===== src/logic/cacheGeomPkg.sv =====
package cacheGeomPkg;

  // core data width
  localparam int XLEN = 64;

  // address splits into tag, index, word and byte
  localparam int AddrWidth    = 32;
  localparam int TagWidth     = 21;
  localparam int IndexWidth   = 6;
  localparam int WordSelWidth = 2;
  localparam int ByteOffWidth = 3;

  localparam int Sets         = 2 ** IndexWidth;
  localparam int WordsPerLine = 2 ** WordSelWidth;
  localparam int Ways         = 2;

  typedef struct packed {
    logic [TagWidth-1:0]     tag;
    logic [IndexWidth-1:0]   index;
    logic [WordSelWidth-1:0] wordSel;
    logic [ByteOffWidth-1:0] byteOff;
  } addrFieldsT;

  // same 32 bits seen either as a plain address or as cache fields
  typedef union packed {
    logic [AddrWidth-1:0] raw;
    addrFieldsT           f;
  } cacheAddrT;

  // word 0 sits in the low 64 bits
  typedef logic [WordsPerLine-1:0][XLEN-1:0] lineT;

endpackage


===== src/logic/cachePipePkg.sv =====
package cachePipePkg;

  import cacheGeomPkg::*;

  // snapshot of the set taken at accept time
  typedef struct packed {
    cacheAddrT                     addr;
    logic [Ways-1:0][TagWidth-1:0] tags;
    logic [Ways-1:0]               valid;
    logic                          lru;
    logic                          occupied;
  } lookupRespT;

  typedef struct packed {
    logic      start;
    cacheAddrT addr;
    logic      way;
  } missReqT;

  // whole-line fill from the miss engine
  typedef struct packed {
    logic                  we;
    logic [IndexWidth-1:0] index;
    logic                  way;
    logic [TagWidth-1:0]   tag;
    lineT                  line;
  } arrayWriteT;

  typedef struct packed {
    logic                  en;
    logic [IndexWidth-1:0] index;
    logic                  way;
  } lruUpdateT;

endpackage


===== src/logic/cacheRefill.sv =====
module cacheRefill (
  input  logic                               clk,
  input  logic                               rst_n,
  input  cachePipePkg::missReqT              missReq_i,
  input  logic                               memBeat_i,
  input  logic                               memRdLast_i,
  input  logic [cacheGeomPkg::XLEN-1:0]      memRdData_i,
  output logic                               memRdValid_o,
  output logic [cacheGeomPkg::AddrWidth-1:0] memAddr_o,
  output cachePipePkg::arrayWriteT           arrayWr_o,
  output logic                               refillDone_o,
  output logic [cacheGeomPkg::XLEN-1:0]      refillWord_o
);

  import cacheGeomPkg::*;

  localparam logic Idle  = 1'b0;
  localparam logic Fetch = 1'b1;

  logic                    state;
  logic [WordSelWidth-1:0] wordCnt;
  logic                    writeBack;
  logic                    lastBeat;
  cacheAddrT               reqAddr;
  logic                    victimWay;
  lineT                    lineBuf;
  lineT                    lineNext;

  // merge the incoming beat into the line being collected
  always_comb begin
    lineNext          = lineBuf;
    lineNext[wordCnt] = memRdData_i;
  end

  assign lastBeat = (state == Fetch) && memBeat_i && memRdLast_i;

  always_ff @(posedge clk or negedge rst_n) begin
    if (!rst_n) begin
      state     <= Idle;
      wordCnt   <= '0;
      writeBack <= 1'b0;
    end else begin
      writeBack <= lastBeat;
      case (state)
        Idle: begin
          if (missReq_i.start) begin
            state   <= Fetch;
            wordCnt <= '0;
          end
        end
        Fetch: begin
          if (memBeat_i) begin
            wordCnt <= wordCnt + 1'b1;
            if (memRdLast_i) begin
              state <= Idle;
            end
          end
        end
        default: state <= Idle;
      endcase
    end
  end

  always_ff @(posedge clk) begin
    if (state == Idle && missReq_i.start) begin
      reqAddr   <= missReq_i.addr;
      victimWay <= missReq_i.way;
    end
    if (state == Fetch && memBeat_i) begin
      lineBuf <= lineNext;
    end
  end

  // request stays up from the first fetch cycle until the last beat
  assign memRdValid_o = (state == Fetch);
  assign memAddr_o    = {reqAddr.f.tag, reqAddr.f.index,
                         {(WordSelWidth + ByteOffWidth){1'b0}}};

  // one cycle after the last beat the buffer is complete
  assign arrayWr_o = '{we: writeBack, index: reqAddr.f.index, way: victimWay,
                       tag: reqAddr.f.tag, line: lineBuf};

  assign refillDone_o = writeBack;
  assign refillWord_o = lineBuf[reqAddr.f.wordSel];

endmodule


===== config.mk =====
export PLATFORM = sky130hd
export DESIGN_NAME = cacheRefill
export DESIGN_NICKNAME = d
export VERILOG_FILES = /design/src/logic/cacheGeomPkg.sv /design/src/logic/cachePipePkg.sv /design/src/logic/cacheRefill.sv
export SDC_FILE = /design/constraint.sdc
export NUM_CORES = 1
export LEC_CHECK = 0
export BUFFER_PORTS_ARGS = -buffer_cell sky130_fd_sc_hd__buf_2
export CORE_AREA = 2 2 191 193
export CTS_CLUSTER_SIZE = 40
export DETAILED_ROUTE_END_ITERATION = 10
export DIE_AREA = 0 0 193 195
export GPL_ROUTABILITY_DRIVEN = 0
export GPL_TIMING_DRIVEN = 1
export PLACE_DENSITY = 0.52
export REMOVE_ABC_BUFFERS = 1
export SYNTH_ARGS = -nofsm -noshare
export SYNTH_HDL_FRONTEND = slang
export SYNTH_SLANG_ARGS = --single-unit

===== constraint.sdc =====
create_clock -name clk -period 3 [get_ports clk]
set_input_delay 0.3 -clock clk [delete_from_list [all_inputs] [get_ports clk]]
set_output_delay 0.3 -clock clk [all_outputs]
set_load 0.005 [all_outputs]

## Word-level counts from Yosys, hierarchy flattened

Index checks and enable logic that the tools add are counted.

- Bits of input ports: 102
- Register bits: 293
- Output and inout port bits: 383
- Word-level logic and storage cells: 33

- Multiplexer cells: 12
- Reductions and logical operators: 5
- Equality and inequality tests: 2
- Bitwise gates (word level): 1
- $add $sub $neg: 1
- Magnitude comparators: 3

Operator list:

| cell | count |
|---|---|
| $bwmux 256 | 1 |
| $bmux 64 s2 | 1 |
| $demux 64 s2 | 1 |
| $mux 64 | 2 |
| $lt 2x3->1 const B | 2 |
| $logic_and 1x1->1 | 4 |
| $mux 2 | 2 |
| $ne 2x2->1 const B | 2 |
| $pmux 2 s2 | 1 |
| $mux 1 | 3 |
| $add 2x1->2 const B | 1 |
| $ge 2x1->1 const B | 1 |
| $pmux 1 s2 | 1 |
| $reduce_and 2->1 | 1 |
| $not 1->1 | 1 |

## Depth between registers and ports, before layout

- Depth after elaboration: 5
- Mapped depth: 4
- Gate-level depth less buffers: 4

## Worst setup path before layout

Ideal clock, no wire load.

- Kind: register to register
- From: reg state, in the netlist memRdValid_o
- To: reg lineBuf, in the netlist arrayWr_o[0], enable pin
- Clock period less this slack: 2.646 ns
- Data required time: 2.571 ns
- Slack: 0.354 ns
- Library setup time: 0.429 ns
- Arrival time: 2.217 ns
- Buffers on the path: 1
- Stages on the path, launching flop included: 3
- Cells stage by stage: dfrtp_1 > clkbuf_1 > and3_1

- Word-level cells in the longest chain between the ends: 1

RTL lines:

| element | RTL line | text |
|---|---|---|
| start, declared | cacheRefill.sv:20 | `logic state;` |
| start signal, assigned | cacheRefill.sv:39 | `state <= Idle;` |
| start signal, assigned | cacheRefill.sv:47 | `state <= Fetch;` |
| start signal, assigned | cacheRefill.sv:55 | `state <= Idle;` |
| $logic_and 1x1->1 | cacheRefill.sv:69 | `if (state == Fetch && memBeat_i) begin` |
| end signal, assigned | cacheRefill.sv:70 | `lineBuf <= lineNext;` |
| end, declared | cacheRefill.sv:26 | `lineT lineBuf;` |

Every way passes these cells.
A chain may end at the register's enable or synchronous reset.

## Worst setup path in the final report

- From: reg reqAddr[3] (netlist bit)
- To: out refillWord_o[48] (netlist bit)

- Word-level cells in the longest chain between the ends: 2

RTL lines:

| element | RTL line | text |
|---|---|---|
| start, declared | cacheRefill.sv:24 | `cacheAddrT reqAddr;` |
| start signal, assigned | cacheRefill.sv:66 | `reqAddr <= missReq_i.addr;` |
| $bmux 64 s2 | cacheRefill.sv:84 | `assign refillWord_o = lineBuf[reqAddr.f.wordSel];` |
| $mux 64 (implied by the code) | cacheRefill.sv:84 |  |
| end, declared | cacheRefill.sv:12 | `output logic [cacheGeomPkg::XLEN-1:0] refillWord_o` |

Every way passes these cells. The select of a mux whose other input is x is not followed.

==> impl_metrics.csv <==
group,metric,value,unit
power_and_ir_drop,p_per_area,650,mW/mm^2
critical_path,cp_data_required_time,2.70,ns
detailed_routing,via_count,6509,
power_and_ir_drop,cell_internal_pwr,7.49,mW
logic_synthesis,ys_types,21,
power_and_ir_drop,p_sw,2.43,mW
detailed_routing,viasPerCell,4.42,
clock_tree,cts_num_sinks,290,
critical_path,crit_chain,"buf_4 > mux4_1 > buf_2",
die,start_util,0.309,
global_route,grt_max_degree,45,
sta,max_freq,394,MHz
sta,holdWs,0.0447,ns
power_and_ir_drop,seqPwrFrac,0.521,
global_route,grt_pass1_wl,43400,um
detailed_routing,firstDrtPassIters,4,
flow_run,drv_cap,0,
sta,setup_ws,0.463,ns
logic_synthesis,yosys_warnings,0,
critical_path,critPathTopFamily,"buffers and inverters",
critical_path,worst-path-buf-inv,2,
detailed_routing,routedWlPerCell,20.8,um
logic_synthesis,yosysSeqAreaShare,0.795,
sta,drv_slew,0,
finish,final_core_util,0.431,
finish,diodes,0,
finish,syn_to_final_growth,39.6,%
clock_tree,clkTransAtPathRegs,0.06,ns
die,die_area,0.0376,mm^2
die,die_w,193,um
clock_tree,clk_latency,0.55,ns
hold_path,hold_path.class,"primary input to flop",
sta,slew_headroom,0.607,
clock_tree,cts_inserted_buffers,29,
global_route,track_usage,0.154,
power_and_ir_drop,combPwrFrac,0.144,
logic_synthesis,ys_ff_latch,290,
power_and_ir_drop,p_total,9.92,mW
critical_path,slowest_delay,0.61,ns
critical_path,crit_slowest_cell,"mux4_1",
logic_synthesis,syn_area,0.0109,mm^2
finish,seqCellArea,0.00869,mm^2
power_and_ir_drop,clockPowerShare,0.335,
clock_tree,clock_tree.root_cell,"clkbuf_16",
global_route,grt-ovfl-total,0,
die,io_pins,485,
sta,rsz0062_at_grt,"false",
detailed_routing,drcViolationCount,0,
detailed_routing,drt-total-wl,30600,um
placement,place_inst,1327,
finish,final_common_cell,"buf_2",
logic_synthesis,synthCells,451,
finish,nets,1099,
status,status,"complete, no violations",
global_route,grt_pass1_vias,6742,
die,rows,69,
sta,skew,0.0173,ns
sta,min_period_over_period,0.846,
die,die_y,195,um
critical_path,start_kind,"flop",
clock_tree,cts.htree.levels,1,
finish,instances_no_fill,1474,
critical_path,critPathKind,"flop to output pin",
placement,port_buffers,476,
critical_path,arrival,2.24,ns
clock_tree,clk_path_buf_depth,3,
placement,pre_cts_ws,0.964,ns
power_and_ir_drop,p_sw_frac,0.245,
sta,min_period,2.54,ns
placement,place_hpwl,22200,um
finish,n_fill_cell,3141,
die,core_area,0.0354,mm^2
finish,layout_common_cells,"buf_2 (476), edfxtp_1 (286), dlygate4sd3_1 (96)",
global_route,antenna_found_initial,0,
logic_synthesis,syn_area_per_cell,24.2,um^2
sta,worst_pin_slew,0.589,ns
power_and_ir_drop,ir_drop,0.415,mV
finish,drive_gt1_frac,0.586,
sta,finalHoldViolCount,0,
finish,multi_input_area,0.00164,mm^2
detailed_routing,drt_iter0_drc,298,
critical_path,worstPathMaxFanout,27,
detailed_routing,ant_nets,0,
clock_tree,tritoncts,"yes",
sta,report.final.setup_viol,0,
critical_path,cp-end-kind,"output pin",
power_and_ir_drop,leakagePower,5.98,nW
## path summary, 6_finish.rpt
check | from | depth (start not counted) | endpoint | slack, ns
min reg2reg | wordCnt[1] | 2 | wordCnt[1] | 0.64
min in group asynchronous | rst_n | 2 | wordCnt[0] | 0.13
max reg2reg | wordCnt[0] | 4 | arrayWr_o[167] | 1.11
max in group asynchronous | rst_n | 2 | refillDone_o | 2.74
min | memRdLast_i | 2 | refillDone_o | 0.04
max | reqAddr[3] | 3 | refillWord_o[48] | 0.46
## flip-flops by register name (all words and copies together) (netlist names)
signal	count
arrayWr_o	256
memRdValid_o	1
refillDone_o	1
reqAddr	29
victimWay	1
wordCnt	2
## per-layer routing
layer  vias to the layer above  global-route usage  part of all wire
li1                       2877                   -                 -
met1                      3238               0.173              0.36
met2                       350               0.282              0.52
met3                        44              0.0435             0.093
met4                         0              0.0457             0.027
met5                         -                   0                 0
## worst reg2reg max path, cell delays in order, from the launching register on
cell and delay [ns]:
dfrtp_1 0.44, inv_1 0.11, ha_1 0.14, and3_4 0.50, buf_12 0.31
## cells by family (layout without fill, tap and decap cells)
family,Yosys count,count (layout),synth area share
buffers and inverters,78,636,0.0582
and+or+nand+nor,10,10,0.00538
adders and majority gates,4,4,0.00458
xor gates and xnor gates,1,1,0.000802
muxes,66,66,0.135
other,1,5,0.000343
AOI/OAI and AO/OA,1,1,0.000687
DFF,290,290,0.795
## final cells by class
type	instances	share of cell area
clock buffer	32	0.0483
clock inverter	19	0.00837
inverter	2	0.000492
multi-input combinational	87	0.108
sequential	290	0.570
tap	461	0.0378
timing repair buffer	583	0.228
## cell usage after synthesis
master,n,area share
edfxtp_1,286,0.79
buf_4,61,0.042
mux4_2,60,0.12
buf_12,6,0.011
buf_2,6,0.0027
and3_1,5,0.0029
dfrtp_1,4,0.0092
ha_1,4,0.0046
mux4_1,4,0.0096
inv_1,2,0.00069
mux2i_1,2,0.0018
nor2_1,2,0.00069
a21o_1,1,0.00069
buf_6,1,0.0010
clkbuf_1,1,0.00034
clkbuf_2,1,0.00046
conb_1,1,0.00034
nand2b_1,1,0.00057
nor2b_1,1,0.00057
nor3b_1,1,0.00069
xor2_1,1,0.00080
## stage by stage
| step | setup TNS [ns] | cell area [um^2] |
|---|---|---|
| floorplan | -33.73 | 10300 |
| global placement | 0 | 13400 |
| global route | 0 | 15300 |
| CTS | 0 | 15300 |
| detailed placement | 0 | 13400 |
| finish | 0 | 15300 |
## timing repair
action | in CTS | in global routing
buffers inserted | 0 | 0
endpoints found under the hold margin | 291 | 0
hold buffers | 96 | 0
gates resized for setup | 0 | 0
## power groups by stage
stage / logic (mW) / registers [mW] / clock network, mW
4_1_cts: 1.48 / 5.18 / 3.44
3_5_place_dp: 1.37 / 5.26 / 0
2_1_floorplan: 0.436 / 5.31 / 0
5_1_grt: 1.56 / 5.22 / 3.60
6_report: 1.43 / 5.17 / 3.33
3_3_place_gp: 1.37 / 5.25 / 0
Note: power is estimated with default switching activity, not from simulation.
