--- src/logic/cacheGeomPkg.sv ---
package cacheGeomPkg;

  // core data width
  localparam int XLEN = 64;

  // address splits into tag, index, word and byte
  localparam int AddrWidth    = 32;
  localparam int TagWidth     = 21;
  localparam int IndexWidth   = 6;
  localparam int WordSelWidth = 2;
  localparam int ByteOffWidth = 3;

  localparam int Sets         = 2 ** IndexWidth;
  localparam int WordsPerLine = 2 ** WordSelWidth;
  localparam int Ways         = 2;

  typedef struct packed {
    logic [TagWidth-1:0]     tag;
    logic [IndexWidth-1:0]   index;
    logic [WordSelWidth-1:0] wordSel;
    logic [ByteOffWidth-1:0] byteOff;
  } addrFieldsT;

  // same 32 bits seen either as a plain address or as cache fields
  typedef union packed {
    logic [AddrWidth-1:0] raw;
    addrFieldsT           f;
  } cacheAddrT;

  // word 0 sits in the low 64 bits
  typedef logic [WordsPerLine-1:0][XLEN-1:0] lineT;

endpackage

--- src/logic/cachePipePkg.sv ---
package cachePipePkg;

  import cacheGeomPkg::*;

  // snapshot of the set taken at accept time
  typedef struct packed {
    cacheAddrT                     addr;
    logic [Ways-1:0][TagWidth-1:0] tags;
    logic [Ways-1:0]               valid;
    logic                          lru;
    logic                          occupied;
  } lookupRespT;

  typedef struct packed {
    logic      start;
    cacheAddrT addr;
    logic      way;
  } missReqT;

  // whole-line fill from the miss engine
  typedef struct packed {
    logic                  we;
    logic [IndexWidth-1:0] index;
    logic                  way;
    logic [TagWidth-1:0]   tag;
    lineT                  line;
  } arrayWriteT;

  typedef struct packed {
    logic                  en;
    logic [IndexWidth-1:0] index;
    logic                  way;
  } lruUpdateT;

endpackage

--- src/logic/cacheLookup.sv ---
module cacheLookup (
  input  logic                                     clk,
  input  logic                                     rst_n,
  input  logic                                     valid_i,
  input  cacheGeomPkg::cacheAddrT                  addr_i,
  input  logic                                     canAccept_i,
  input  cachePipePkg::lruUpdateT                  lruUpd_i,
  input  cachePipePkg::arrayWriteT                 arrayWr_i,
  output logic [cacheGeomPkg::IndexWidth-1:0]      readIndex_o,
  output logic                                     addrOk_o,
  output cachePipePkg::lookupRespT                 lookup_o
);

  import cacheGeomPkg::*;
  import cachePipePkg::*;

  logic [TagWidth-1:0]           tagArr [Ways][Sets];
  logic [Sets-1:0][Ways-1:0]     validArr;
  // lru bit names the way to evict next
  logic [Sets-1:0]               lruArr;

  logic                          accept;
  logic                          lruRead;
  logic                          occupied;
  cacheAddrT                     reqAddr;
  logic [Ways-1:0][TagWidth-1:0] respTags;
  logic [Ways-1:0]               respValid;
  logic                          respLru;

  assign accept      = valid_i && canAccept_i;
  assign readIndex_o = addr_i.f.index;

  // a hit retiring this cycle in the same set must be seen by the new request
  assign lruRead = (lruUpd_i.en && lruUpd_i.index == addr_i.f.index) ?
                   ~lruUpd_i.way : lruArr[addr_i.f.index];

  always_ff @(posedge clk or negedge rst_n) begin
    if (!rst_n) begin
      validArr <= '0;
      lruArr   <= '0;
      addrOk_o <= 1'b0;
      occupied <= 1'b0;
    end else begin
      addrOk_o <= accept;
      if (canAccept_i) begin
        occupied <= valid_i;
      end else if (arrayWr_i.we) begin
        // refill served the stalled request
        occupied <= 1'b0;
      end
      if (lruUpd_i.en) begin
        lruArr[lruUpd_i.index] <= ~lruUpd_i.way;
      end
      if (arrayWr_i.we) begin
        validArr[arrayWr_i.index][arrayWr_i.way] <= 1'b1;
        lruArr[arrayWr_i.index] <= ~arrayWr_i.way;
      end
    end
  end

  always_ff @(posedge clk) begin
    if (arrayWr_i.we) begin
      tagArr[arrayWr_i.way][arrayWr_i.index] <= arrayWr_i.tag;
    end
    if (accept) begin
      reqAddr   <= addr_i;
      respValid <= validArr[addr_i.f.index];
      respLru   <= lruRead;
      for (int w = 0; w < Ways; w++) begin
        respTags[w] <= tagArr[w][addr_i.f.index];
      end
    end
  end

  assign lookup_o = '{addr: reqAddr, tags: respTags, valid: respValid,
                      lru: respLru, occupied: occupied};

endmodule

--- config.mk ---
export PLATFORM = sky130hd
export DESIGN_NAME = cacheLookup
export DESIGN_NICKNAME = d
export VERILOG_FILES = /design/src/logic/cacheGeomPkg.sv /design/src/logic/cachePipePkg.sv /design/src/logic/cacheLookup.sv
export SDC_FILE = /design/constraint.sdc
export NUM_CORES = 2
export LEC_CHECK = 0
export BUFFER_PORTS_ARGS = -buffer_cell sky130_fd_sc_hd__buf_2
export CAP_MARGIN = 10
export CORE_ASPECT_RATIO = 1.2
export CORE_MARGIN = 3
export CORE_UTILIZATION = 57
export CTS_BUF_LIST = sky130_fd_sc_hd__clkbuf_4
export DETAILED_ROUTE_END_ITERATION = 10
export PLACE_DENSITY = 0.8
export SKIP_LAST_GASP = 1
export SLEW_MARGIN = 25
export SYNTH_ARGS = -nofsm -noshare
export SYNTH_HDL_FRONTEND = slang
export SYNTH_SLANG_ARGS = --single-unit
--- constraint.sdc ---
create_clock -name clk -period 2.8 [get_ports clk]
set_clock_uncertainty 0.15 [all_clocks]
set_input_delay 0.84 -clock clk [delete_from_list [all_inputs] [get_ports clk]]
set_output_delay 0.84 -clock clk [all_outputs]
set_load 0.1 [all_outputs]
* After elaboration in Yosys (flattened, before gate mapping)
Memory sizes are Yosys's and may differ from the RTL's.
Index checks and enable logic that the tools add are counted.
** Storage, ports and cells
- Output and inout port bits :: 85
- RAM bits :: 2688
- Register bits after elaboration :: 271
- Logic and storage cells :: 125
- Input port bits :: 329
- Memories :: 1
** Cells by class
- $lt $le $gt $ge :: 10
- Muxes and demuxes :: 29
- Reductions and logical operators :: 7
- Bitwise operators :: 5
- Eq/ne operators :: 1
** Memory list
- tagArr :: depth 2, bits a word 1344, rd ports 2, clocked after memory_dff 0, write ports 1, line cacheLookup.sv:17 : logic [TagWidth-1:0] tagArr [Ways][Sets];
** Operator list (number)
- two-way mux 1344 bit :: 1
- binary-select mux 21 bit (select 6 bit) :: 2
- bitwise mux 64 bit :: 2
- two-way mux 64 bit :: 2
- OR 128 bit :: 1
- demux 21 bit (select 6 bit) :: 1
- two-way mux 21 bit :: 5
- less-than comparator 6 x 7 -> 1 bit, second input constant :: 3
- >= comparator 7 bit, second input constant :: 2
- NOT 6 -> 7 bit :: 2
- binary-select mux 2 bit (select 6 bit) :: 1
- demux 1 bit (select 6 bit) :: 2
- demux 2 bit (select 6 bit) :: 1
- >= comparator 6 x 1 -> 1 bit, second input constant :: 2
- two-way mux 1 bit :: 8
- less-than comparator 7 x 1 -> 1 bit, second input constant :: 1
- binary-select mux 1 bit (select 6 bit) :: 1
- equality test 6 bit :: 1
- logical AND 1 bit :: 6
- two-way mux 2 bit :: 2
- less-than comparator 1 x 2 -> 1 bit, second input constant :: 1
- NOT 1 bit :: 2
- nonzero test 2 bit :: 1
- demux 1 bit (select 1 bit) :: 1
- >= comparator 1 bit, second input constant :: 1

* Depth between registers and ports, before layout
- Word-level depth :: 8
- Depth in mapped cells :: 10
- Gate-level depth less buffers :: 5

* Least setup slack after synthesis
No wires, ideal clock.
- Kind :: input to register
- From :: input port arrayWr_i[281] in the netlist's numbering
- To :: memory tagArr[0][1008] in the netlist's numbering, enable pin
- Path buffers :: 2
- Data required time :: 2.251 ns
- Arrival :: 2.792 ns
- Path slack :: -0.541 ns
- Library setup time :: 0.399 ns
- Stages :: 5
- Cell sequence :: clkbuf_1 -> nor3b_1 -> clkbuf_1 -> nand2_1 -> nor2_1
** On the way
- Cells in the longest elaborated chain, start to end :: 6
- Elaborated cells between the ends (all ways) :: 7
- Those cells by class :: order compare: 2; mux: 3; bitwise: 1; reduce/logical: 1
** Ends and longest elaborated chain
- start, declared :: line cacheLookup.sv:8 : input cachePipePkg::arrayWriteT arrayWr_i,
- NOT 6 -> 7 bit (not written as such) (*) :: line cacheLookup.sv:63 : tagArr[arrayWr_i.way][arrayWr_i.index] <= arrayWr_i.tag;
- >= comparator 7 bit (not written as such) / less-than comparator 7 x 1 -> 1 bit (equally long branches) :: line cacheLookup.sv:63
- logical AND 1 bit (not written as such) :: line cacheLookup.sv:63
- two-way mux 21 bit (not written as such) :: line cacheLookup.sv:63
- demux 21 bit (select 6 bit) (*) :: line cacheLookup.sv:63
- two-way mux 1344 bit (not written as such) (*) :: line cacheLookup.sv:63
- end, declared :: line cacheLookup.sv:17
Every way passes the cells marked *; elsewhere a longest branch is shown, timed or not.

* Final worst setup path
- From :: register respTags, in the netlist lookup_o[5]
- To :: output port lookup_o[5] in the netlist's numbering
** RTL lines
- start, declared :: line cacheLookup.sv:26 : logic [Ways-1:0][TagWidth-1:0] respTags;
- start signal, assigned by index :: line cacheLookup.sv:70 : respTags[w] <= tagArr[w][addr_i.f.index];
- end, declared :: line cacheLookup.sv:11 : output cachePipePkg::lookupRespT lookup_o
No word-level cell between the ends.

==> summary.txt <==
Critical path
  – CP max stage delay: approximately 0.82 ns
  – Crit path DAT: roughly 2.5 ns
  – Critical path, cell by cell: buf_12
  – RR Startpoint: tagArr[0][49]$_DFFE_PP_
  – CP delay by family, top: flip-flops
  – Critical Path Sink Type: output pin
  – CP Launch Point: lookup_o[5]$_DFFE_PP_
  – Slowest CP cell: edfxtp_1
  – Crit Path Class: reg -> out
  – Buffers & Inverters on Critical Path: 1
  – Crit start category: register
  – Worst Path Max Fanout: 1
  – Worst path required time: around 1.8 ns

Finish
  – Syn-to-layout area delta: 18.7%
  – Layout cells sized above 1: 42.4%
  – Nets: 6635
  – Cell area after layout: 0.135 mm^2

Logic synthesis
  – Synth area leader: edfxtp_1
  – Yosys reg bits: about 3000
  – Most frequent cells after synthesis: 2765 x edfxtp_1, 853 x mux4_2, 194 x dfrtp_1
  – Yosys top cell area share: 72.9%
  – Simple-Gate Fraction of Synth Area: under 10%
  – Compound-Gate Fraction of Synth Area: 1.31%
  – Asr flop ratio synth: about 6.6%
  – Adder-Cell Fraction of Synth Area: 0%
  – Netlist cell types: 48
  – Dominant synthesized flop cell: edfxtp_1
  – Multiplexer share of the synthesized area: between 10% and 20%
  – Syn Nets: approximately 5400
  – Post-synthesis sequential area ratio: 77.2%
  – XOR/XNOR share of the synthesized area: 0.0461%
  – Count leader, synth: edfxtp_1
  – Post-Synthesis Cell Area: 0.114 mm^2
  – Mapped Cells: 5077
  – Largest family of logic cells by synthesized area: multiplexers
  – Post-synth EDFFs: about 2800
  – Synthesis warning total: 0
  – Syn_area_per_cell: 22.4 um^2
  – Leading post-synthesis cells by cell area: edfxtp_1 73%, mux4_2 17%, dfrtp_1 4.3%

Placement
  – Port bufs: between 150 and 200
  – DP Area: between 0.1 and 0.15 mm^2
  – Post-DP HPWL: ~180000 um
  – GPL Wtd Cong: 0.899

Die
  – Row Count: between 150 and 200
  – Ports: just over 400
  – DIE HEIGHT: 496 um
  – Chip width: about 410 um
  – Core ar.: between 0.15 and 0.2 mm^2
  – Initial core utilization: a little under three fifths
  – Die area: ~0.21 mm^2

STA
  – Worst-Margin Slew: a little over 0.8 ns
  – Period utilisation layout: 124%
  – Final Hold Vio Count: 0
  – Slew headroom: a little under half
  – Max frequency: slightly below 300 MHz
  – Fin worst setup slack: -0.665 ns
  – Fin. max-slew vios: 0
  – Final setup viols: 80
  – RSZ-0062 raised after global routing: true
  – Fin crit period: about 3.5 ns
  – Setup TNS: -19.26 ns

Clocking
  – Insertion delay to the later sink of the worst-skew pair: 1.45 ns
  – Clock-pin slew on the worst setup and hold paths: around 0.070 ns
  – CTS Sinks: around 3000
  – CTS tree: built
  – Clk buf depth: 4
  – CTS H-tree depth: 6
  – Inserted Clock Buffers: between 600 and 700
  – Root buf cell: clkbuf_4

Status
  – Status: finished, violations left
  – Failing checks: setup timing

Global routing
  – Congestion Overflow GR: 0
  – Initial antenna violation count: 20
  – Largest net degree at the start of global routing: between 100 and 150
  – Vias in the first global route: roughly 65000
  – First-pass GRT wire length: between 400000 and 500000 um
  – Total track usage: between 30% and 40%

Drt
  – Detailed-route vias per instance: approximately 6.6
  – Routed wire length: around 310000 um
  – First-pass DRT Iterations: 6
  – Initial detailed-routing violation count: between 9000 and 10000
  – Total number of vias: approximately 62000
  – Avg WL per Cell: around 33 um
  – ANT nets after route: 0
  – DRC Markers: 0

Power and ir drop
  – Max rail drop VDD: between 0.0005 and 0.0006 V
  – Lkg Pwr: around 46 nW
  – PwrDens: roughly 670 mW/mm^2

Min path
  – Hold WC Path Type: in -> reg
  – Worst Hold Launch: addr_i[9]

Job
  – Max-cap viol count: 0
-- final timing paths --
check                                            to  cells after the start  slack, ns
min in group asynchronous      occupied$_DFFE_PN0P_                      4       0.50
max                                     lookup_o[5]                      1      -0.66
max reg2reg                  lookup_o[11]$_DFFE_PP_                      5       0.14
min reg2reg                validArr[10]$_DFFE_PN0P_                      1       0.31
max in group asynchronous  validArr[53]$_DFFE_PN0P_                      4       1.49
min                          lookup_o[33]$_DFFE_PP_                      3       0.07
-- kinds of logic after synthesis --
kind of cell,count (synthesis)
muxes,922
AOI/OAI and AO/OA,251
xor gates and xnor gates,6
buffers and inverters,296
and+or+nand+nor,643
DFF,2959
-- cell usage in the layout (no fill, tap or decap), types with 10 or more instances in the layout --
cell              n
clkinv_1        135
mux4_2          853
nor2_1           94
nor2_4           44
buf_4           349
dlygate4sd3_1   114
bufinv_16        10
nor3_2           24
a21oi_1         113
and3_1           53
clkinv_2         21
mux2_2           11
and3_2           12
buf_6            56
nor3_1           34
nand2_1         162
nand3_1          14
buf_12          267
edfxtp_1       2765
clkbuf_4       1005
buf_8            21
o21ai_0          31
a22oi_1          36
dfrtp_1         194
a211oi_1         26
buf_2            41
or2_2           128
nor2_2           24
diode_2          19
o22ai_1          24
mux2i_1          58
-- registers in the layout, indices dropped and copies added, names as in the netlist --
signal	cells
validArr	128
occupied	1
lruArr	64
lookup_o	42
addrOk_o	1
respValid	2
tagArr	2688
reqAddr	32
respLru	1
-- worst min-delay path, delay by kind of cell --
| family | cells | cell delay (ns) |
|---|---|---|
| buffers and inverters | 2 | 0.46 |
| AO/OA/AOI/OAI | 1 | 0.19 |
-- per-layer routing --
layer  GRT usage [%]  up-vias  wire (um)
met5               0        -         29
met4            18.5        4      20300
met3            6.80     1077      34200
met2            51.0     5198     160000
met1            36.9    32000     100000
li1                -    24200          -
-- layout make-up --
| class | instances | area [um^2] |
|---|---|---|
| timing repair buffer | 850 | 10300 |
| antenna | 19 | 47.5 |
| sequential | 2959 | 87900 |
| clock buffer | 1005 | 7540 |
| inverter | 2 | 7.51 |
| multi-input combinational | 1822 | 25200 |
| fill | 11400 | 63200 |
| tap | 2624 | 3280 |
| clock inverter | 180 | 995 |
-- repair_timing --
item / 4_1_cts / 5_1_grt
cloned: 0 / 0
setup endpoints to repair: 79 / 84
gates resized for setup: 184 / 19
hold buffers: 118 / 1
buffers inserted: 1 / 0
hold endpoints to repair: 2836 / 1
-- through the flow --
| step | hold WS [ns] | power, mW | util [%] | cells | setup WS (ns) |
|---|---|---|---|---|---|
| 4_1_cts | 0.0255 | 90.1 | 68.1 | 9443 | -0.677 |
| 6_report | 0.0723 | 90.2 | 68.2 | 9461 | -0.665 |
| 2_1_floorplan | 0.284 | 54.0 | - | 5077 | -0.433 |
| 5_1_grt | 0.0268 | 93.1 | 68.2 | 9453 | -0.735 |
| 3_3_place_gp | 0.295 | 56.4 | 62.9 | 8139 | -0.903 |
| 3_5_place_dp | 0.297 | 56.7 | 62.9 | 8139 | -0.949 |
-- report_power, final --
part,internal [mW],switching [mW]
registers,49.0,0.398
logic,2.92,3.81
clock network,17.3,16.7
(Power assumes the default switching activity.)
