## src/logic/cacheGeomPkg.sv

```systemverilog
package cacheGeomPkg;

  // core data width
  localparam int XLEN = 64;

  // address splits into tag, index, word and byte
  localparam int AddrWidth    = 32;
  localparam int TagWidth     = 21;
  localparam int IndexWidth   = 6;
  localparam int WordSelWidth = 2;
  localparam int ByteOffWidth = 3;

  localparam int Sets         = 2 ** IndexWidth;
  localparam int WordsPerLine = 2 ** WordSelWidth;
  localparam int Ways         = 2;

  typedef struct packed {
    logic [TagWidth-1:0]     tag;
    logic [IndexWidth-1:0]   index;
    logic [WordSelWidth-1:0] wordSel;
    logic [ByteOffWidth-1:0] byteOff;
  } addrFieldsT;

  // same 32 bits seen either as a plain address or as cache fields
  typedef union packed {
    logic [AddrWidth-1:0] raw;
    addrFieldsT           f;
  } cacheAddrT;

  // word 0 sits in the low 64 bits
  typedef logic [WordsPerLine-1:0][XLEN-1:0] lineT;

endpackage

```

## src/logic/cachePipePkg.sv

```systemverilog
package cachePipePkg;

  import cacheGeomPkg::*;

  // snapshot of the set taken at accept time
  typedef struct packed {
    cacheAddrT                     addr;
    logic [Ways-1:0][TagWidth-1:0] tags;
    logic [Ways-1:0]               valid;
    logic                          lru;
    logic                          occupied;
  } lookupRespT;

  typedef struct packed {
    logic      start;
    cacheAddrT addr;
    logic      way;
  } missReqT;

  // whole-line fill from the miss engine
  typedef struct packed {
    logic                  we;
    logic [IndexWidth-1:0] index;
    logic                  way;
    logic [TagWidth-1:0]   tag;
    lineT                  line;
  } arrayWriteT;

  typedef struct packed {
    logic                  en;
    logic [IndexWidth-1:0] index;
    logic                  way;
  } lruUpdateT;

endpackage

```

## src/logic/cacheHitSelect.sv

```systemverilog
module cacheHitSelect (
  input  logic                          clk,
  input  logic                          rst_n,
  input  cachePipePkg::lookupRespT      lookup_i,
  input  cacheGeomPkg::lineT            wayLine0_i,
  input  cacheGeomPkg::lineT            wayLine1_i,
  input  logic                          refillDone_i,
  input  logic [cacheGeomPkg::XLEN-1:0] refillWord_i,
  output logic                          canAccept_o,
  output cachePipePkg::lruUpdateT       lruUpd_o,
  output cachePipePkg::missReqT         missReq_o,
  output logic                          dataOk_o,
  output logic [cacheGeomPkg::XLEN-1:0] rdData_o
);

  import cacheGeomPkg::*;

  logic [Ways-1:0] wayHit;
  logic            hit;
  logic            victimWay;
  logic            missPending;
  lineT            hitLine;

  for (genvar w = 0; w < Ways; w++) begin : gTagCmp
    assign wayHit[w] = lookup_i.valid[w] && (lookup_i.tags[w] == lookup_i.addr.f.tag);
  end

  assign hit     = lookup_i.occupied && (|wayHit);
  assign hitLine = wayHit[1] ? wayLine1_i : wayLine0_i;

  // empty way first, LRU way when the set is full
  assign victimWay = !lookup_i.valid[0] ? 1'b0 :
                     !lookup_i.valid[1] ? 1'b1 : lookup_i.lru;

  assign missReq_o = '{start: lookup_i.occupied && !(|wayHit) && !missPending,
                       addr: lookup_i.addr, way: victimWay};
  assign lruUpd_o  = '{en: hit, index: lookup_i.addr.f.index, way: wayHit[1]};

  assign canAccept_o = !lookup_i.occupied || (hit && !missPending);

  always_ff @(posedge clk or negedge rst_n) begin
    if (!rst_n) begin
      missPending <= 1'b0;
      dataOk_o    <= 1'b0;
    end else begin
      dataOk_o <= hit || refillDone_i;
      if (refillDone_i) begin
        missPending <= 1'b0;
      end else if (missReq_o.start) begin
        missPending <= 1'b1;
      end
    end
  end

  always_ff @(posedge clk) begin
    if (refillDone_i) begin
      rdData_o <= refillWord_i;
    end else if (hit) begin
      rdData_o <= hitLine[lookup_i.addr.f.wordSel];
    end
  end

endmodule

```

## config.mk

```make
export PLATFORM = sky130hd
export DESIGN_NAME = cacheHitSelect
export DESIGN_NICKNAME = d
export VERILOG_FILES = /design/src/logic/cacheGeomPkg.sv /design/src/logic/cachePipePkg.sv /design/src/logic/cacheHitSelect.sv
export SDC_FILE = /design/constraint.sdc
export NUM_CORES = 1
export LEC_CHECK = 0
export ABC_AREA = 0
export BUFFER_PORTS_ARGS = -buffer_cell sky130_fd_sc_hd__buf_2
export CORE_AREA = 2 2 297 299
export DETAILED_ROUTE_END_ITERATION = 10
export DIE_AREA = 0 0 299 301
export SLEW_MARGIN = 20
export SYNTH_ARGS = -nofsm -noshare
export SYNTH_HDL_FRONTEND = slang
export SYNTH_SLANG_ARGS = --single-unit
```

## constraint.sdc

```tcl
create_clock -name clk -period 4.3 [get_ports clk]
set_input_delay 0.43 -clock clk [delete_from_list [all_inputs] [get_ports clk]]
set_output_delay 0.43 -clock clk [all_outputs]
set_load 0.05 [all_outputs]
```

# Word level (Yosys, flattened, before mapping)
# Index checks and enable logic that the tools add are counted.
word_totals:
  wordCells: 29
  ff_bits: 66
  in_bits: 657
  output_inout_bits: 108
classes:
  n_mux: 9
  magnitude_cmp: 1
  reduce_logical: 14
  eq_ne: 2
ops:
  columns: ["operator", "n"]
  rows:
  - ["256-bit 2-to-1 mux", 1]
  - ["64-bit 2-to-1 mux", 3]
  - ["64-bit binary-select mux with 2-bit select", 1]
  - ["21-bit == test", 2]
  - ["1-bit logical AND", 6]
  - ["1-bit 2-to-1 mux", 4]
  - ["2-bit nonzero test", 2]
  - ["1-bit logical NOT", 3]
  - ["2-bit by 3-bit less-than comparator with 1-bit output (second input constant)", 1]
  - ["1-bit logical OR", 2]
  - ["2-bit OR reduction", 1]

# Longest topological paths before layout
# Gate-level depths: netlist (run 1).
depth:
  depth_word: 8
  mapped_depth: 8
  ltp_nobuf: 6

# Worst setup path before layout (run 1)
# Ideal clock, no wire load.
synth_timing:
  path_kind: "input to output"
  startpoint: "input lookup_i[60] (netlist name)"
  endpoint: "output canAccept_o"
  t_required_ps: 3870
  arrival_time_ps: 2462
  path_buffers: 0
  cell_stages: 5
  slack_ps: 1408
  path_cell_list: "xnor2_1 > nand4_1 > or4_1 > o22a_1 > o21ai_0"
synth_between:
  elab_chain_len: 6
  elab_cells_between_ends: 8
  classes_between: "eq/ne: 2; reduce/logical: 6"
synth_rtl:
  columns: ["item", "line_no", "source"]
  rows:
  - ["from (decl)", "cacheHitSelect.sv:4", "input cachePipePkg::lookupRespT lookup_i,"]
  - ["21-bit == test", "cacheHitSelect.sv:25", "assign wayHit[w] = lookup_i.valid[w] && (lookup_i.tags[w] == lookup_i.addr.f.tag);"]
  - ["1-bit logical AND", "cacheHitSelect.sv:25", null]
  - ["2-bit OR reduction (*)", "cacheHitSelect.sv:28", "assign hit = lookup_i.occupied && (|wayHit);"]
  - ["1-bit logical AND (*)", "cacheHitSelect.sv:28", null]
  - ["1-bit logical AND (*)", "cacheHitSelect.sv:39", "assign canAccept_o = !lookup_i.occupied || (hit && !missPending);"]
  - ["1-bit logical OR (*)", "cacheHitSelect.sv:39", null]
  - ["to (decl)", "cacheHitSelect.sv:9", "output logic canAccept_o,"]
# Mark *: on every way between the ends. The rest lies on a longest branch, timed or not.

# Worst setup path in the final report (run 1)
layout_timing:
  startpoint: "input lookup_i[61] (netlist name)"
  endpoint: "register rdData_o[0] (netlist name), data pin"
layout_between:
  elab_chain_len: 7
layout_rtl:
  columns: ["item", "line_no", "source"]
  rows:
  - ["21-bit == test", "cacheHitSelect.sv:25", null]
  - ["1-bit logical AND", "cacheHitSelect.sv:25", null]
  - ["256-bit 2-to-1 mux", "cacheHitSelect.sv:29", "assign hitLine = wayHit[1] ? wayLine1_i : wayLine0_i;"]
  - ["64-bit binary-select mux with 2-bit select", "cacheHitSelect.sv:59", "rdData_o <= hitLine[lookup_i.addr.f.wordSel];"]
  - ["64-bit 2-to-1 mux (not written as such)", "cacheHitSelect.sv:59", null]
  - ["64-bit 2-to-1 mux", "cacheHitSelect.sv:58", "end else if (hit) begin"]
  - ["64-bit 2-to-1 mux", "cacheHitSelect.sv:56", "if (refillDone_i) begin"]
  - ["to (signal assigned)", "cacheHitSelect.sv:57", "rdData_o <= refillWord_i;"]
  - ["to (signal assigned)", "cacheHitSelect.sv:59", null]
  - ["to (decl)", "cacheHitSelect.sv:13", "output logic [cacheGeomPkg::XLEN-1:0] rdData_o"]
# No other way between the ends. The select of a mux whose other input is x is not followed.
# A chain may end at the register's enable or synchronous reset.

==> reports/summary.log, run 1 <==
qor: pwr.power.share.combinational 41.0%
qor: sta.number_of_pins_exceeding_their_max_slew_limit_in_the_final_report 0
qor: sta.finalWorstPathRequiredPeriod 3420 ps
qor: critical_path.setup.worst_path.end_class register
qor: critical_path.timing.critical_path.required 4420 ps
qor: route.drc_errors 0
qor: route.dr_total_vias 10250
qor: run_status.run_status complete, no violations
qor: flow_run.drv.max_cap_violation_count 0
qor: floorplanning.floorplan.die_area 90000 µm²
qor: cells_and_area.num-nets-final 2154
qor: critical_path.cpLargestDelayFamily compound AO/OA/AOI/OAI gates
qor: placed_design.placed_insts 2640
qor: sta.tns 0 ps
qor: grt.grt_max_degree 157
qor: floorplanning.placementRows 108
qor: grt.grt_remaining_overflow 0
qor: route.postRouteWirelength 58900 µm
qor: cells_and_area.drive_above_1_share 56.8%
qor: yosys.synth_sequential_area_ratio 24.4%
qor: grt.first_global_vias 10010
qor: critical_path.setup.worst_path.start_class primary input
qor: placed_design.io_buffers 740
qor: clocking.cts_htree_levels 3
qor: sta.final_hold_viol_count 0
qor: sta.setup_viol 0
qor: hold_path.worst_hold_path_type in -> reg
qor: grt.grt_use_total 12.4%
qor: placed_design.detailedPlacementHpwl 47800 µm
qor: clocking.cts_max_path_buffers 2
qor: clocking.postCtsSetupRepairBufs 0
qor: sta.final_min_period_over_clock_period 79.6%
qor: cells_and_area.fillCellCount 9908
qor: yosys.yosys.cell_types.count 34
qor: sta.setup_repair_after_global_routing_missed_its_margin no
qor: pwr.intPower 1.78 mW
qor: yosys.syn-instance-count 849
qor: clocking.cts-buffers-inserted 9
qor: clocking.tritoncts done
qor: cells_and_area.area_growth_syn_to_layout 63.2%
qor: critical_path.critical_path_peak_fanout 64
qor: route.antenna_violating_nets_post_route 0
qor: clocking.number_of_sinks_handled_by_clock_tree_synthesis 66
qor: pwr.share_clk_of_total_power 31.3%
qor: pwr.switching_share 38.8%
qor: pwr.pwr_density_cell 220 nW/µm²
qor: cells_and_area.total_area_of_multi_input_combinational_cells 5470 µm²
qor: clocking.insertion_delay 390 ps
qor: sta.max_freq 292 MHz
qor: cells_and_area.sequential_standard_cell_area 1970 µm²
qor: route.drt_iter0_drc 875
qor: yosys.syn-mean-instance-area 9.52 µm²
qor: critical_path.timing.critical_path.cells buf_2, xor2_1, nor4_1, and3_4, buf_4, a22oi_1, o21a_1, a221o_1
qor: grt.grt_pass1_wl 77300 µm
qor: floorplanning.io_pins 765
qor: critical_path.delay_of_the_slowest_cell_on_the_worst_path 770 ps
qor: grt.grt_antenna_before_repair 38
qor: critical_path.cp_bufs_invs 2
qor: clocking.clkSlewWorstSetupHoldPaths 80 ps
qor: sta.final_clock_skew 0 ps
qor: pwr.maximum_vdd_drop 0.187 mV
qor: pwr.power.static_leakage 5.73 nW
qor: sta.max_slew.worst_pin.slew 1100 ps
qor: cells_and_area.fin_cells 2665
qor: floorplanning.floorplan.die.height 301 µm
qor: critical_path.worst_path_max_delay_cell sky130_fd_sc_hd__buf_4
qor: clocking.cts_resized 0
qor: pwr.pwr-share-seq 27.8%
qor: floorplanning.initial_utilization 9.34%
qor: critical_path.cp_data_arrival_time 3540 ps
qor: route.post_drt_wl_per_cell 22.1 µm
qor: yosys.synthesis.nets 1506
qor: sta.whs 322 ps
qor: pwr.p_switching 1.12 mW
qor: yosys.ys_seq_elements 66
qor: yosys.syn_area 8080 µm²
qor: critical_path.timing.setup.critical_path_class in -> reg
qor: route.ratio_of_routed_vias_to_standard_cells 3.85
qor: clocking.cts_root_buf sky130_fd_sc_hd__clkbuf_16
qor: floorplanning.core-area 86500 µm²
qor: sta.timing.max_slew.rel_slack 26.8%
qor: clocking.holdBufCountCts 1
qor: route.detailedRoute.firstPassIterationCount 5
qor: placed_design.globalplace.congestion 0.925
qor: floorplanning.die_width 299 µm
qor: yosys.synthesis.yosys.warnings 0
-- cells in the mapped netlist (all sizes together) --
cell	instances	area, µm²
nand2	130	495
nand3	3	15.0
o22a	1	8.76
o21a	64	480
inv	2	7.51
xor2	23	201
a21boi	1	7.51
and3	1	6.26
edfxtp	64	1920
nand2b	128	801
or2	1	6.26
nor2b	2	12.5
clkbuf	72	270
mux4	64	1440
a211oi	64	480
a221o	64	641
nor2	3	11.3
dfrtp	2	50.1
and4	1	8.76
nand4	6	37.5
a22oi	64	480
buf	56	414
o21ai	1	5.00
or4	1	7.51
nor4b	2	23.8
nor4	9	75.1
a21oi	1	5.00
xnor2	19	166
-- kinds of logic (layout without fill, tap and decap cells) --
group / after synthesis / after routing / synth area share [%]
XOR/XNOR: 42 / 42 / 4.55
flip-flops: 66 / 66 / 24.4
multiplexers: 64 / 64 / 17.8
AO/OA/AOI/OAI: 260 / 260 / 26.1
other: 0 / 8 / 0
buffers and inverters: 130 / 783 / 8.56
AND/OR/NAND/NOR: 287 / 287 / 18.6
-- sequential cells by signal, indices dropped and copies added (netlist names) --
signal / count
rdData_o: 64
dataOk_o: 1
missPending: 1
-- tightest hold or removal path, stage by stage --
cell and delay [ps]:
sky130_fd_sc_hd__buf_2 110, sky130_fd_sc_hd__nand2_1 70, sky130_fd_sc_hd__a21oi_1 60
-- layer usage --
layer | share of wire, % | track usage, %
met2 | 45 | 19.7
met1 | 43 | 15.8
met4 | 3.4 | 5.06
met5 | 0.25 | 0
met3 | 8.6 | 3.59
-- path summary, 6_finish.rpt --
kind                              start          end  slack, ps  cells past startpoint
setup reg to reg            missPending  missPending       3660                      2
hold / removal              lookup_i[0]  missPending        320                      3
hold reg to reg             missPending  missPending        540                      2
max in group asynchronous         rst_n     dataOk_o       3780                      2
min in group asynchronous         rst_n  missPending        420                      2
setup / recovery           lookup_i[61]  rdData_o[0]        880                      8
-- stage by stage --
step	utilization (%)	cell area (µm²)	setup WS [ps]	power, mW
after floorplan	-	8080	1410	1.51
after CTS	15.2	13200	999	2.97
after global routing	15.2	13200	867	3.06
after detailed placement	14.9	12900	552	2.00
after global placement	14.9	12900	578	2.00
final	15.3	13200	877	2.90
-- power by group through the flow --
stage               logic, mW  registers, mW  clock network, mW
finish                   1.19          0.805              0.907
global route             1.26          0.810              0.987
CTS                      1.19          0.806              0.979
detailed placement       1.19          0.819                  0
global placement         1.18          0.819                  0
floorplan               0.463           1.04                  0
-- cell type report --
type / count / area share (%)
diodes: 8 / 0.152
clock buffers: 10 / 1.74
clock inverters: 6 / 0.616
inverters: 2 / 0.0569
multi-input cells: 653 / 41.5
flip-flops and latches: 66 / 14.9
well taps: 1155 / 11.0
repair buffers: 765 / 30.1
-- cell usage in the layout (no fill, tap or decap), types with 2 or more instances in the layout --
master / synthesis / layout
sky130_fd_sc_hd__clkbuf_16: 0 / 9
sky130_fd_sc_hd__edfxtp_1: 64 / 64
sky130_fd_sc_hd__clkinv_1: 0 / 2
sky130_fd_sc_hd__nor4_1: 6 / 6
sky130_fd_sc_hd__inv_1: 2 / 2
sky130_fd_sc_hd__xnor2_1: 19 / 19
sky130_fd_sc_hd__mux4_2: 64 / 64
sky130_fd_sc_hd__o21a_1: 64 / 64
sky130_fd_sc_hd__bufinv_16: 0 / 2
sky130_fd_sc_hd__a211oi_1: 64 / 63
sky130_fd_sc_hd__nand2_1: 129 / 129
sky130_fd_sc_hd__nand2b_1: 128 / 128
sky130_fd_sc_hd__buf_12: 0 / 5
sky130_fd_sc_hd__a22oi_1: 64 / 64
sky130_fd_sc_hd__nand3_1: 3 / 2
sky130_fd_sc_hd__dfrtp_1: 2 / 2
sky130_fd_sc_hd__nor4_2: 3 / 3
sky130_fd_sc_hd__nor2_1: 3 / 2
sky130_fd_sc_hd__buf_2: 7 / 738
sky130_fd_sc_hd__nand4_1: 6 / 6
sky130_fd_sc_hd__xor2_1: 23 / 23
sky130_fd_sc_hd__diode_2: 0 / 8
sky130_fd_sc_hd__a221o_1: 64 / 64
sky130_fd_sc_hd__buf_4: 40 / 20
No activity file was read; power rests on OpenSTA's default activity.
==> inputs of run 2 (changes only) <==
Settings changed: CORE_AREA 2 2 297 299 to 2 2 299 301, DIE_AREA 0 0 299 301 to 0 0 301 303.
Clock period 4.3 ns to 2.9 ns, I/O delays scaled along.
==> reports/summary.log, run 2 (synthesis results as in run 1) <==
qor: run_status.run_status complete, no violations
qor: grt.use_met1 14.9% [-0.85 points]
qor: cells_and_area.drive_above_1_share 57.7% [+0.91 points]
qor: route.drc_errors 0 [unchanged]
qor: critical_path.worst_path_max_delay_cell sky130_fd_sc_hd__or4_1
qor: grt.grt_util_met3 4.65% [+1.1 points]
qor: flow_run.drv.max_cap_violation_count 0 [unchanged]
qor: clocking.cts-buffers-inserted 9 [unchanged]
qor: grt.grt_pass1_wl 76500 µm [-1.0%]
qor: floorplanning.die_width 301 µm [+0.67%]
qor: cells_and_area.area_growth_syn_to_layout 68.0%
qor: floorplanning.io_pins 765 [unchanged]
qor: critical_path.cp_data_arrival_time 2260 ps [-1280 ps]
qor: sta.tns 0 ps [unchanged]
qor: grt.use_met2 19.2% [-0.50 points]
qor: sta.final_min_period_over_clock_period 87.9%
qor: route.ratio_of_routed_vias_to_standard_cells 3.86 [+0.40%]
qor: cells_and_area.max_flop_register rdData_o
qor: floorplanning.placementRows 109 [+0.93%]
qor: sta.final_clock_skew 0 ps [unchanged]
qor: critical_path.critical_path_peak_fanout 3 [-95%]
qor: floorplanning.floorplan.die_area 91200 µm² [+1.3%]
qor: grt.grt_antenna_before_repair 48 [+26%]
qor: route.drt_iter0_drc 991 [+13%]
qor: clocking.cts_max_path_buffers 2 [unchanged]
qor: placed_design.io_buffers 740 [unchanged]
qor: critical_path.timing.setup.critical_path_class in -> out
qor: critical_path.setup.worst_path.end_class output pin
qor: pwr.power.static_leakage 5.95 nW [+3.7%]
qor: clocking.cts_root_buf sky130_fd_sc_hd__clkbuf_16
qor: clocking.clkSlewWorstSetupHoldPaths 70 ps [about the same]
qor: placed_design.postPlaceCellArea 13300 µm² [+3.4%]
qor: cells_and_area.most-common-layout-cells 738 x sky130_fd_sc_hd__buf_2, 129 x sky130_fd_sc_hd__nand2_1, 128 x sky130_fd_sc_hd__nand2b_1
qor: route.dr_total_vias 10484 [+2.3%]
qor: clocking.cts_htree_levels 3 [unchanged]
qor: floorplanning.core-area 88000 µm² [+1.7%]
qor: cells_and_area.biggestRegsByFlops rdData_o x64, dataOk_o x1, missPending x1
qor: route.detailedRoute.firstPassIterationCount 7 [+2]
qor: critical_path.timing.critical_path.required 2610 ps [-1810 ps]
qor: sta.max_freq 392 MHz
qor: cells_and_area.fin_cells 2715 [+1.9%]
qor: sta.max_slew.worst_pin.slew 1030 ps [-64.6 ps]
qor: clocking.number_of_sinks_handled_by_clock_tree_synthesis 66 [unchanged]
qor: sta.final_critical_path_setup_slack 350 ps [-527 ps]
qor: floorplanning.floorplan.die.height 303 µm [+0.66%]
qor: clocking.tritoncts done
qor: grt.grt_use_total 12.2% [-0.23 points]
qor: placed_design.detailedPlacementHpwl 50100 µm [+5.0%]
qor: sta.final_hold_viol_count 0 [unchanged]
qor: cells_and_area.layout_commonest_cell sky130_fd_sc_hd__buf_2
qor: grt.grt_busiest_layer met2
qor: floorplanning.initial_utilization 9.19% [-0.16 points]
qor: cells_and_area.num-nets-final 2191 [+1.7%]
qor: sta.finalWorstPathRequiredPeriod 2550 ps
qor: grt.first_global_vias 10181 [+1.7%]
qor: critical_path.cpLargestDelayFamily simple AND/OR/NAND/NOR gates
qor: sta.setup_viol 0 [unchanged]
qor: critical_path.worst_path_most_repeated_cell sky130_fd_sc_hd__buf_2
qor: pwr.maximum_vdd_drop 0.298 mV [+59%]
qor: pwr.pwr_density_cell 301 nW/µm² [+37%]
qor: clocking.insertion_delay 390 ps [about the same]
qor: grt.grt_remaining_overflow 0 [unchanged]
qor: hold_path.worst_hold_path_type in -> reg
qor: critical_path.setup.worst_path.start_class primary input
qor: cells_and_area.largest_register_ff_count 64 [unchanged]
qor: route.postRouteWirelength 58800 µm [-0.12%]
qor: route.antenna_violating_nets_post_route 0 [unchanged]
qor: critical_path.delay_of_the_slowest_cell_on_the_worst_path 450 ps [-320 ps]
qor: route.post_drt_wl_per_cell 21.7 µm [-2.0%]
qor: placed_design.globalplace.congestion 0.987 [+6.8%]
qor: cells_and_area.design_area 13600 µm² [+2.9%]
qor: sta.timing.max_slew.rel_slack 30.7% [+3.9 points]
qor: cells_and_area.layout.core_utilization 15.4% [+0.18 points]
qor: grt.grt_max_degree 65 [-59%]
qor: clocking.cts_resized 0 [unchanged]
qor: sta.setup_repair_after_global_routing_missed_its_margin no
qor: sta.number_of_pins_exceeding_their_max_slew_limit_in_the_final_report 0 [unchanged]
qor: critical_path.cp_bufs_invs 3 [+1]
qor: placed_design.placed_insts 2687 [+1.8%]
qor: placed_design.detailedPlace.worstSlack -8.45 ps [-561 ps]
qor: critical_path.timing.critical_path.cells buf_2, buf_4, xnor2_1, nand4_1, or4_1, o22a_1, o21ai_0, buf_2
## run 2: cell types whose count changed in the layout (fill, tap and decap cells not counted), sizes merged
cell / change
bufinv: -2
buf: +37
diode: +3
clkbuf: +2
## run 2: worst min-delay path: cells and delay by family
family,cells,cell delay (ps)
AO/OA/AOI/OAI,1,70
buffers and inverters,1,110
AND/OR/NAND/NOR,1,70
## run 2: per-layer routing
metal  share of wire (%)  up-vias
met5                0.44        -
met4                 3.3       40
met3                  11      134
met2                  45      699
met1                  40     4971
li1                    -     4640
## run 2: path summary, 6_finish.rpt
kind	startpoint	end	slack (ps)	depth (start not counted)
worst max-delay path	lookup_i[63]	canAccept_o	350	8
worst min-delay path	lookup_i[0]	missPending	190	3
worst max register to register	missPending	missPending	2240	2
worst min register to register	missPending	missPending	570	2
max in group asynchronous	rst_n	dataOk_o	2570	2
min in group asynchronous	rst_n	missPending	230	2
## run 2: timing repair
action / 4_1_cts / 5_1_grt
hold endpoints to repair: 2 / 0
buffers inserted: 0 / 0
hold buffers: 1 / 0
## run 2: layout make-up
type                       instances  area, µm²
tap                             1165       1460
inverter                           2       7.51
multi-input combinational        653       5460
timing repair buffer             802       4400
fill                           10029      74400
clock buffer                      12        236
antenna                           11       27.5
clock inverter                     4       18.8
sequential                        66       1970
## run 2: power by group
group	switching [mW]	internal, mW
clock	0.543	0.573
sequential	0.0291	1.16
combinational	1.04	0.748
## run 2: metrics by stage
stage / power, mW / hold slack (ps)
floorplan: 2.23 / -5.59
global placement: 2.97 / 85.3
detailed placement: 2.99 / 81.5
CTS: 4.17 / 125
global route: 4.31 / 158
finish: 4.09 / 186
==> inputs of run 3 (changes only) <==
Settings changed: PLACE_DENSITY from default to 0.4.
==> reports/summary.log, run 3 (synthesis results as in run 1) <==
qor: run_status.run_status complete, no violations
qor: critical_path.setup.worst_path.start_class primary input
qor: hold_path.worst_hold_path_type in -> reg
qor: cells_and_area.largest_register_ff_count 64 [unchanged]
qor: route.ratio_of_routed_vias_to_standard_cells 3.69 [-4.4%]
qor: floorplanning.floorplan.die.height 303 µm [unchanged]
qor: sta.setup_viol 0 [unchanged]
qor: placed_design.globalplace.congestion 0.907 [-8.2%]
qor: sta.finalWorstPathRequiredPeriod 2570 ps [+17.1 ps]
qor: pwr.switching_share 39.4% [+0.12 points]
qor: cells_and_area.layout_commonest_cell sky130_fd_sc_hd__buf_2
qor: sta.tns 0 ps [unchanged]
qor: cells_and_area.most-common-layout-cells 738 x sky130_fd_sc_hd__buf_2, 129 x sky130_fd_sc_hd__nand2_1, 128 x sky130_fd_sc_hd__nand2b_1
qor: clocking.postCtsSetupRepairBufs 0 [unchanged]
qor: sta.number_of_pins_exceeding_their_max_slew_limit_in_the_final_report 0 [unchanged]
qor: route.antenna_violating_nets_post_route 0 [unchanged]
qor: sta.timing.max_slew.rel_slack 49.9% [+19 points]
qor: critical_path.timing.setup.critical_path_class in -> out
qor: clocking.cts_max_path_buffers 2 [unchanged]
qor: placed_design.io_buffers 740 [unchanged]
qor: clocking.cts_htree_levels 3 [unchanged]
qor: pwr.share_clk_of_total_power 29.9% [+2.6 points]
qor: critical_path.crit_start lookup_i[66]
qor: floorplanning.placementRows 109 [unchanged]
qor: sta.max_freq 390 MHz [-0.67%]
qor: pwr.maximum_vdd_drop 0.280 mV [-6.2%]
qor: critical_path.worst_path_most_repeated_cell sky130_fd_sc_hd__buf_2
qor: sta.final_hold_viol_count 0 [unchanged]
qor: critical_path.reg2reg_depth 2 [unchanged]
qor: placed_design.placed_insts 2674 [-0.48%]
qor: route.postRouteWirelength 56500 µm [-3.9%]
qor: clocking.cts_root_buf sky130_fd_sc_hd__clkbuf_16
qor: sta.final_clock_skew 0 ps [unchanged]
qor: cells_and_area.fin_cells 2696 [-0.70%]
qor: grt.grt_max_degree 96 [+48%]
qor: pwr.design_power_total 4.25 mW [+3.8%]
qor: pwr.power.static_leakage 5.88 nW [-1.1%]
qor: floorplanning.floorplan.die_area 91200 µm² [unchanged]
qor: clocking.cts-buffers-inserted 9 [unchanged]
qor: critical_path.cp_data_arrival_time 2280 ps [+20 ps]
qor: clocking.number_of_sinks_handled_by_clock_tree_synthesis 66 [unchanged]
qor: clocking.clkSlewWorstSetupHoldPaths 70 ps [about the same]
qor: placed_design.postPlaceCellArea 13200 µm² [-1.0%]
qor: critical_path.setup.worst_path.end_class output pin
qor: floorplanning.core-area 88000 µm² [unchanged]
qor: grt.grt_remaining_overflow 0 [unchanged]
qor: critical_path.delay_of_the_slowest_cell_on_the_worst_path 540 ps [+90 ps]
qor: route.drt_iter0_drc 640 [-35%]
qor: cells_and_area.max_flop_register rdData_o
qor: cells_and_area.design_area 13500 µm² [-0.80%]
qor: route.drc_errors 0 [unchanged]
qor: sta.setup_repair_after_global_routing_missed_its_margin no
qor: flow_run.drv.max_cap_violation_count 0 [unchanged]
qor: floorplanning.die_width 301 µm [unchanged]
qor: route.post_drt_wl_per_cell 21.0 µm [-3.3%]
qor: route.dr_total_vias 9953 [-5.1%]
qor: critical_path.crit-reg2reg-launch missPending
qor: pwr.pwr_density_cell 315 nW/µm² [+4.6%]
qor: critical_path.worst_r2r_endpoint missPending
qor: cells_and_area.biggestRegsByFlops rdData_o x64, dataOk_o x1, missPending x1
qor: hold_path.hold_depth 3 [unchanged]
qor: cells_and_area.layout.core_utilization 15.3% [-0.12 points]
qor: floorplanning.initial_utilization 9.19% [unchanged]
qor: clocking.tritoncts done
qor: critical_path.r2r_setup_slack 2270 ps [+30 ps]
qor: critical_path.worst_path_max_delay_cell sky130_fd_sc_hd__or4_1
qor: sta.max_slew.worst_pin.slew 747 ps [-286 ps]
qor: pwr.power.share.combinational 42.0% [-1.6 points]
qor: grt.grt_pass1_wl 74900 µm [-2.2%]
qor: grt.grt_use_total 11.7% [-0.49 points]
qor: critical_path.worst_setup_path_endpoint lruUpd_o[7]
qor: route.detailedRoute.firstPassIterationCount 5 [-2]
qor: cells_and_area.drive_above_1_share 57.5% [-0.16 points]
qor: critical_path.timing.critical_path.required 2610 ps [about the same]
qor: clocking.insertion_delay 380 ps [about the same]
qor: critical_path.critical_path_peak_fanout 3 [unchanged]
qor: cells_and_area.num-nets-final 2178 [-0.59%]
qor: floorplanning.io_pins 765 [unchanged]
qor: grt.grt_antenna_before_repair 12 [-75%]
qor: grt.first_global_vias 10175 [-0.059%]
qor: pwr.pwr-share-seq 28.1% [-1.0 points]
qor: cells_and_area.area_growth_syn_to_layout 66.7%
qor: placed_design.detailedPlacementHpwl 46200 µm [-7.8%]
qor: pwr.p_switching 1.67 mW [+4.1%]
qor: sta.final_min_period_over_clock_period 88.5% [+0.59 points]
qor: pwr.intPower 2.57 mW [+3.6%]
qor: critical_path.timing.critical_path.cells buf_2, buf_4, xnor2_1, nand4_1, or4_1, o22a_1, nor2b_1, buf_2
run 3: changes by cell type in the layout (fill, tap and decap cells not counted), sizes merged:
cell and delta:
clkbuf -2, clkinv -1, diode -6, buf -13
bufinv +1, clkinvlp +2
run 3: cell type report:
type	count	area, µm²
multi-input cells	653	5460
well taps	1165	1460
inverters	2	7.51
fillers	10095	74500
repair buffers	789	4260
clock inverters	6	67.6
clock buffers	10	229
diodes	5	12.5
flip-flops and latches	66	1970
run 3: metal layers:
metal  vias to the layer above  part of all wire [%]  global-route usage [%]
li1                       4604                     -                       -
met1                      4766                    40                    13.7
met2                       503                    49                    20.3
met3                        74                   7.4                    3.23
met4                         6                   2.8                    4.28
met5                         -                 0.076                       0
run 3: worst min-delay path by stage:
stage	end	from
floorplan	dataOk_o	rst_n
global placement	dataOk_o	rst_n
detailed placement	dataOk_o	rst_n
CTS	missPending	lookup_i[0]
global route	rdData_o[40]	refillWord_i[40]
finish	missPending	lookup_i[0]
run 3: power groups by stage:
| stage | Sequential (mW) | Combinational (mW) | Clock, mW |
|---|---|---|---|
| 2_1_floorplan | 1.55 | 0.686 | 0 |
| 3_3_place_gp | 1.21 | 1.81 | 0 |
| 3_5_place_dp | 1.22 | 1.80 | 0 |
| 4_1_cts | 1.19 | 1.81 | 1.37 |
| 5_1_grt | 1.20 | 1.91 | 1.37 |
| 6_report | 1.19 | 1.78 | 1.27 |
run 3: critical path: cells and delay by family:
family | cells | cell delay [ps]
XOR/XNOR | 1 | 260
AO/OA/AOI/OAI | 1 | 230
buffers and inverters | 3 | 580
AND/OR/NAND/NOR | 3 | 910
run 3: what timing repair did:
action                                 CTS  global route
hold buffers                             1             0
endpoints found under the hold margin    2             0
gates resized for setup                  0             0
run 3: stage by stage:
step | hold WS (ps) | setup slack, ps
4_1_cts | 134 | 363
2_1_floorplan | -5.59 | 288
3_3_place_gp | 77.5 | 61.4
6_report | 183 | 333
5_1_grt | 177 | 253
3_5_place_dp | 77.0 | 35.8
